==> config.mk <==
export PLATFORM = sky130hd
export DESIGN_NAME = emu_clock_ctrl
export DESIGN_NICKNAME = d
export VERILOG_FILES = /design/src/common/emu_pkg.sv /design/src/common/sched_if.sv /design/src/source/cycle_counter.sv /design/src/source/emu_clock_ctrl.sv /design/src/source/step_fsm.sv /design/src/token_tracker/token_tracker.sv
export VERILOG_INCLUDE_DIRS = /design/src /design/src/common
export SDC_FILE = /design/constraint.sdc
export NUM_CORES = 1
export LEC_CHECK = 0
export BUFFER_PORTS_ARGS = -buffer_cell sky130_fd_sc_hd__buf_2
export CAP_MARGIN = 25
export CORE_MARGIN = 2
export CORE_UTILIZATION = 50
export DETAILED_ROUTE_END_ITERATION = 7
export PLACE_DENSITY_LB_ADDON = 0.12
export SETUP_SLACK_MARGIN = 0.3
export SYNTH_ARGS = -nofsm -noshare
export SYNTH_HDL_FRONTEND = slang
export SYNTH_HIERARCHICAL = 1
export SYNTH_SLANG_ARGS = --single-unit
==> constraint.sdc <==
create_clock -name host_clk -period 4.2 [get_ports host_clk]
set_clock_uncertainty 0.15 [all_clocks]
set_input_delay 0.21 -clock host_clk [delete_from_list [all_inputs] [get_ports host_clk]]
set_output_delay 0.21 -clock host_clk [all_outputs]
set_load 0.01 [all_outputs]
==> src/common/emu_defines.svh <==
`ifndef EMU_DEFINES_SVH
`define EMU_DEFINES_SVH

// Request channels areq, wreq, breq, rreq.
`define EMU_REQ_COUNT 4

// Response channels bresp, rresp.
`define EMU_RESP_COUNT 2

// Largest step burst is 2**16-1 target cycles.
`define EMU_STEP_WIDTH 16

// Target cycle and stall counters wrap at this width.
`define EMU_CYCLE_WIDTH 32

`endif

==> src/common/emu_pkg.sv <==
`include "emu_defines.svh"

package emu_pkg;

    // Bit order areq, wreq, breq, rreq from bit 0.
    typedef logic [`EMU_REQ_COUNT-1:0] req_vec_t;

    // Bit 0 is bresp, bit 1 is rresp.
    typedef logic [`EMU_RESP_COUNT-1:0] resp_vec_t;

    // Target cycles in one step burst.
    typedef logic [`EMU_STEP_WIDTH-1:0] step_cnt_t;

    typedef logic [`EMU_CYCLE_WIDTH-1:0] cycle_cnt_t;

    // Scheduler modes.
    typedef enum logic [1:0] {
        S_IDLE,
        S_RUN,
        S_STEP,
        S_DRAIN
    } sched_state_t;

endpackage

==> src/common/sched_if.sv <==
interface sched_if;

    logic active;       // Tokens offered this cycle.
    logic partial;      // Some channel already done.
    logic target_tick;  // Target cycle ends.
    logic last_step;    // One step left in the burst.

    modport fsm (
        output active,
        input  partial,
        input  target_tick,
        input  last_step
    );

    modport tracker (
        input  active,
        output partial,
        output target_tick
    );

    modport counter (
        input  active,
        input  target_tick,
        output last_step
    );

endinterface

==> src/source/cycle_counter.sv <==
module cycle_counter import emu_pkg::*; (
    input  logic       host_clk,
    input  logic       tk_rst_fire,
    input  logic       step_load,
    input  step_cnt_t  step_count,
    output cycle_cnt_t target_cycle,
    output cycle_cnt_t stall_cycles,
    sched_if.counter   sched
);

    step_cnt_t  step_left;
    cycle_cnt_t tick_cnt;
    cycle_cnt_t stall_cnt;
    logic       stalled;

    // Offering tokens without closing the cycle.
    assign stalled = sched.active && !sched.target_tick;

    always_ff @(posedge host_clk) begin
        if (tk_rst_fire) begin
            tick_cnt <= '0;
        end else if (sched.target_tick) begin
            tick_cnt <= tick_cnt + 1'b1;    // Wraps.
        end
    end

    always_ff @(posedge host_clk) begin
        if (tk_rst_fire) begin
            stall_cnt <= '0;
        end else if (stalled) begin
            stall_cnt <= stall_cnt + 1'b1;
        end
    end

    // Step down-counter. Free run ticks leave it at zero.
    always_ff @(posedge host_clk) begin
        if (tk_rst_fire) begin
            step_left <= '0;
        end else if (step_load) begin
            step_left <= step_count;
        end else if (sched.target_tick && (step_left != '0)) begin
            step_left <= step_left - 1'b1;
        end
    end

    assign sched.last_step = (step_left == step_cnt_t'(1));

    assign target_cycle = tick_cnt;
    assign stall_cycles = stall_cnt;

endmodule

==> src/source/emu_clock_ctrl.sv <==
module emu_clock_ctrl import emu_pkg::*; (
    input  logic       host_clk,
    input  logic       tk_rst_fire,
    input  logic       run_mode,
    input  logic       step_req,
    input  step_cnt_t  step_count,
    input  req_vec_t   req_ready,
    input  resp_vec_t  resp_valid,
    output req_vec_t   req_valid,
    output resp_vec_t  resp_ready,
    output logic       target_tick,
    output cycle_cnt_t target_cycle,
    output cycle_cnt_t stall_cycles,
    output logic       idle
);

    logic step_load;

    sched_if sched ();

    step_fsm u_step_fsm (
        .host_clk    (host_clk),
        .tk_rst_fire (tk_rst_fire),
        .run_mode    (run_mode),
        .step_req    (step_req),
        .step_count  (step_count),
        .step_load   (step_load),
        .idle        (idle),
        .sched       (sched.fsm)
    );

    cycle_counter u_cycle_counter (
        .host_clk     (host_clk),
        .tk_rst_fire  (tk_rst_fire),
        .step_load    (step_load),
        .step_count   (step_count),
        .target_cycle (target_cycle),
        .stall_cycles (stall_cycles),
        .sched        (sched.counter)
    );

    token_tracker u_token_tracker (
        .host_clk    (host_clk),
        .tk_rst_fire (tk_rst_fire),
        .req_ready   (req_ready),
        .req_valid   (req_valid),
        .resp_valid  (resp_valid),
        .resp_ready  (resp_ready),
        .sched       (sched.tracker)
    );

    // Enable strobe in place of a gated target clock.
    assign target_tick = sched.target_tick;

endmodule

==> src/source/step_fsm.sv <==
module step_fsm import emu_pkg::*; (
    input  logic      host_clk,
    input  logic      tk_rst_fire,
    input  logic      run_mode,
    input  logic      step_req,
    input  step_cnt_t step_count,
    output logic      step_load,
    output logic      idle,
    sched_if.fsm      sched
);

    sched_state_t state;
    sched_state_t state_next;
    logic         step_accept;

    // A zero count is no burst at all.
    assign step_accept = (state == S_IDLE) && step_req && (step_count != '0);

    always_comb begin
        state_next = state;
        case (state)
            S_IDLE: begin
                if (step_accept) begin
                    state_next = S_STEP;
                end else if (run_mode) begin
                    state_next = S_RUN;
                end
            end
            S_RUN: begin
                // Half-exchanged cycle must be finished first.
                if (!run_mode) begin
                    state_next = sched.partial ? S_DRAIN : S_IDLE;
                end
            end
            S_STEP: begin
                if (sched.target_tick && sched.last_step) begin
                    state_next = S_IDLE;
                end
            end
            S_DRAIN: begin
                if (sched.target_tick) begin
                    state_next = S_IDLE;
                end
            end
            default: begin
                state_next = S_IDLE;
            end
        endcase
    end

    always_ff @(posedge host_clk) begin
        if (tk_rst_fire) begin
            state <= S_IDLE;
        end else begin
            state <= state_next;
        end
    end

    assign step_load    = step_accept;      // Loads the down-counter.
    assign idle         = (state == S_IDLE);
    assign sched.active = (state != S_IDLE);

endmodule

==> src/token_tracker/token_tracker.sv <==
`include "emu_defines.svh"

module token_tracker import emu_pkg::*; (
    input  logic      host_clk,
    input  logic      tk_rst_fire,
    input  req_vec_t  req_ready,
    output req_vec_t  req_valid,
    input  resp_vec_t resp_valid,
    output resp_vec_t resp_ready,
    sched_if.tracker  sched
);

    localparam int REQ_COUNT  = `EMU_REQ_COUNT;
    localparam int CHAN_COUNT = `EMU_REQ_COUNT + `EMU_RESP_COUNT;

    // Requests in the low bits, responses above.
    logic [CHAN_COUNT-1:0] chan_done;
    logic [CHAN_COUNT-1:0] chan_offer;
    logic [CHAN_COUNT-1:0] chan_peer;
    logic [CHAN_COUNT-1:0] chan_fire;
    logic                  all_done;

    // Our side of each token: valid for requests, ready for responses.
    assign chan_offer = {CHAN_COUNT{sched.active}} & ~chan_done;

    // The backend's side of each token.
    assign chan_peer = {resp_valid, req_ready};

    assign chan_fire = chan_offer & chan_peer;

    assign req_valid  = chan_offer[REQ_COUNT-1:0];
    assign resp_ready = chan_offer[CHAN_COUNT-1:REQ_COUNT];

    // Every channel fired now or earlier in this target cycle.
    assign all_done = &(chan_fire | chan_done);

    assign sched.target_tick = sched.active && all_done;
    assign sched.partial     = |chan_done;

    always_ff @(posedge host_clk) begin
        if (tk_rst_fire || sched.target_tick) begin
            chan_done <= '0;    // New token round.
        end else begin
            chan_done <= chan_done | chan_fire;
        end
    end

endmodule

==> flow_summary.toml <==
[cts]
cts.sinks = 88
post_cts_resized = 0
h-tree-depth = 3
clk_pin_slew_worst_paths_ns = 0.08
clockRootBuffer = "clkbuf_8"
clk_latency_ns = 0.35
cts_tree = "yes"
numCtsBuffers = 9
cts_max_path_buffers = 2

[floorplan]
core_um2 = 8636
io_pins = 98
fp.dieW_um = 98.09
initial_core_util_pct = 51.26
die_h_um = 98.09
die-area_um2 = 9622
row_count = 34

[run_status]
outcome = "complete, no violations"

[sta]
drv_slew = 0
setup_viol = 0
fin_ws_ns = 0.7479
rsz0062_at_grt = "no"
worst_pin_slew_ns = 0.8572
hold_viol = 0
fin_crit_sh_pct = 82.19
relSlewSlack_pct = 42.79
fin_crit_ns = 3.452
tns_ns = 0
max_freq_mhz = 289.7

[cells_and_area]
antenna_cells = 0
nNetsFinal = 651
synthToLayoutAreaGrowth_pct = 21.54
stdcell_count = 734
fin_util_pct = 62.30
final_layout_size_suffix_gt1_share_pct = 22.20

[setup_path]
worstReg2RegEnd = "u_cycle_counter/target_cycle[31]$_SDFFE_PP0P_"
crit_arrival_ns = 3.55
r2r-start = "u_step_fsm/state[1]$_SDFFE_PP0P_"
reg2reg_slack_ns = 0.75
rr_worst_depth = 9
critPathCaptureType = "register"
cp.required_ns = 4.30
critPathLaunchType = "register"
path_max_fanout = 17
crit_type = "register to register"

[detailed_routing]
drt_iter0_drc = 214
drc_errors = 0
antenna_left = 0
drt_first_pass_iters = 6
routed_wirelength_mm = 10.85
routed_via_density = 5.977
wire_per_inst_um = 14.79
vias = 4387

[hold_path]
hold_depth = 3
hold_path.class = "input pin to register"
hold_path_end = "u_cycle_counter/step_left[7]$_SDFFE_PP0P_"
min-delay-start = "step_count[7]"

[synth]
synth.area.top_cells = "dfxtp_1 (40%), a21oi_1 (5.4%), or4_1 (5.4%)"
netlist_instances = 518
synth_seq_cells = 88
seq_area_frac_synth_pct = 39.80
synth_edf_count = 0
synth.distinct_cells = 52
yosysTopAreaCellShare_pct = 39.80
synth_ff_type = "dfxtp_1"
synth_warnings = 6
syn-cell-area_um2 = 4427
syn-num-nets = 548
synthArstFlopShare_pct = 0
synth_area_per_cell_um2 = 8.546
yosys.area.top_type = "dfxtp_1"

[pwr]
power_density_nw_per_um2 = 365.6
totalPowerFinal_mw = 1.967
leakage_nw = 2.016
ir_worst_vdd_mv = 0.1879

[placed_design]
io_buffers = 97
dp_cells = 701
place.gp.congestion = 0.8156
post-place-ws_ns = 0.6432
place_hpwl_mm = 7.451

[job]
maxCapViolCount = 0

[grt]
grt_use_total_pct = 22.21
grt_max_degree = 45
grt_antenna_before_repair = 0
grt_pass1_wl_mm = 18.15
grt.overflow.total = 0
grt_pass1_vias = 3949
==> cells in the mapped netlist, drive strengths merged (2+ instances only) <==
cell type	count
mux2i	4
nand4	23
or2	3
ha	4
clkbuf	19
a21oi	48
xor2	14
nor4	11
a311oi	11
o31ai	26
and4	10
or4b	3
nor3	14
nor2b	8
a22o	2
dfxtp	88
xnor2	9
o41ai	4
or4	33
and2	3
nand3	20
nand2	26
and2b	2
o21ai	21
nor2	43
or3	23
buf	8
inv	14
or3b	2
and3	5
a211oi	5
==> stage by stage <==
step	hold slack [ns]	instance area (um2)
global placement	0.2879	4977
detailed placement	0.3058	4977
global route	0.01271	5380
finish	0.01803	5380
CTS	0.001865	5343
floorplan	0.1321	4427
==> layer usage <==
layer / global-route usage, % / up-vias / part of all wire (%)
li1: - / 2183 / -
met1: 30.68 / 2063 / 47
met2: 35.25 / 128 / 46
met3: 3.293 / 13 / 5.5
met4: 8.333 / 0 / 1.4
met5: 0 / - / 0
==> worst max path at each step <==
stage	start	to
2_1_floorplan	u_step_fsm/state[1]$_SDFFE_PP0P_	u_cycle_counter/target_cycle[20]$_SDFFE_PP0P_
3_3_place_gp	u_step_fsm/state[1]$_SDFFE_PP0P_	u_cycle_counter/target_cycle[31]$_SDFFE_PP0P_
3_5_place_dp	u_step_fsm/state[1]$_SDFFE_PP0P_	u_cycle_counter/stall_cycles[31]$_SDFFE_PP0P_
4_1_cts	u_step_fsm/state[1]$_SDFFE_PP0P_	u_cycle_counter/target_cycle[31]$_SDFFE_PP0P_
5_1_grt	u_step_fsm/state[1]$_SDFFE_PP0P_	u_cycle_counter/target_cycle[31]$_SDFFE_PP0P_
6_report	u_step_fsm/state[1]$_SDFFE_PP0P_	u_cycle_counter/target_cycle[31]$_SDFFE_PP0P_
==> report_power, final <==
part	leakage, nW	switching [mW]	total (mW)	internal (mW)
Sequential	0.714	0.0470	0.924	0.877
Combinational	1.18	0.192	0.330	0.139
Clock	0.124	0.301	0.713	0.412
Total	2.02	0.540	1.97	1.43
==> cells by family after synthesis <==
| kind of cell | Yosys count | synth area share [%] |
|---|---|---|
| AOI/OAI and AO/OA | 124 | 18.17 |
| muxes | 5 | 1.159 |
| DFF | 88 | 39.80 |
| adders and majority gates | 4 | 1.131 |
| xor gates and xnor gates | 23 | 4.551 |
| buffers and inverters | 41 | 3.618 |
| and+or+nand+nor | 233 | 31.57 |
==> cell usage in the layout (no fill, tap or decap), types with 3 or more instances in the layout <==
| cell | count |
|---|---|
| o31ai_1 | 26 |
| o21ai_0 | 21 |
| or4_1 | 32 |
| a211oi_1 | 5 |
| nor4_1 | 6 |
| or3_1 | 23 |
| dfxtp_1 | 88 |
| nor4_2 | 4 |
| nand2_1 | 26 |
| ha_1 | 4 |
| nand4_1 | 22 |
| xnor2_1 | 9 |
| mux2i_1 | 4 |
| and3_1 | 4 |
| clkbuf_8 | 10 |
| bufinv_16 | 3 |
| and4_1 | 10 |
| inv_1 | 14 |
| and2_1 | 3 |
| nor3_1 | 14 |
| buf_2 | 97 |
| nor2_1 | 43 |
| nor2b_1 | 8 |
| a21oi_1 | 48 |
| o41ai_1 | 3 |
| nand3_1 | 20 |
| a311oi_1 | 11 |
| xor2_1 | 14 |
| dlygate4sd3_1 | 12 |
| buf_4 | 10 |
==> sequential cells by signal, indices dropped and copies added (netlist names) <==
register,count
u_cycle_counter/stall_cycles,32
u_cycle_counter/step_left,16
u_cycle_counter/target_cycle,32
u_step_fsm/state,2
u_token_tracker/chan_done,6
==> area by class of cell <==
class                   instances  area [um2]
multi-input cells             389        2505
well taps                     108       135.1
clock buffers                  11       141.4
inverters                      14       52.55
repair buffers                119       680.7
flip-flops and latches         88        1762
clock inverters                 5       103.9
fillers                       772        3256
==> critical path, stage by stage, from the launching register on <==
cell and delay (ns):
dfxtp_1 0.42, nor2_1 0.12, inv_1 0.29, o221ai_2 0.21, nor4_4 0.48, nand4_1 0.14, buf_4 0.20, or4_1 0.65
nor4_1 0.30, mux2_2 0.37
==> repair_timing <==
action / in CTS / in global routing
hold buffers: 12 / 0
hold endpoints to repair: 12 / 0
endpoints found under the setup margin: 0 / 6
setup buffers: 0 / 5
No activity file was read; power rests on OpenSTA's default activity.
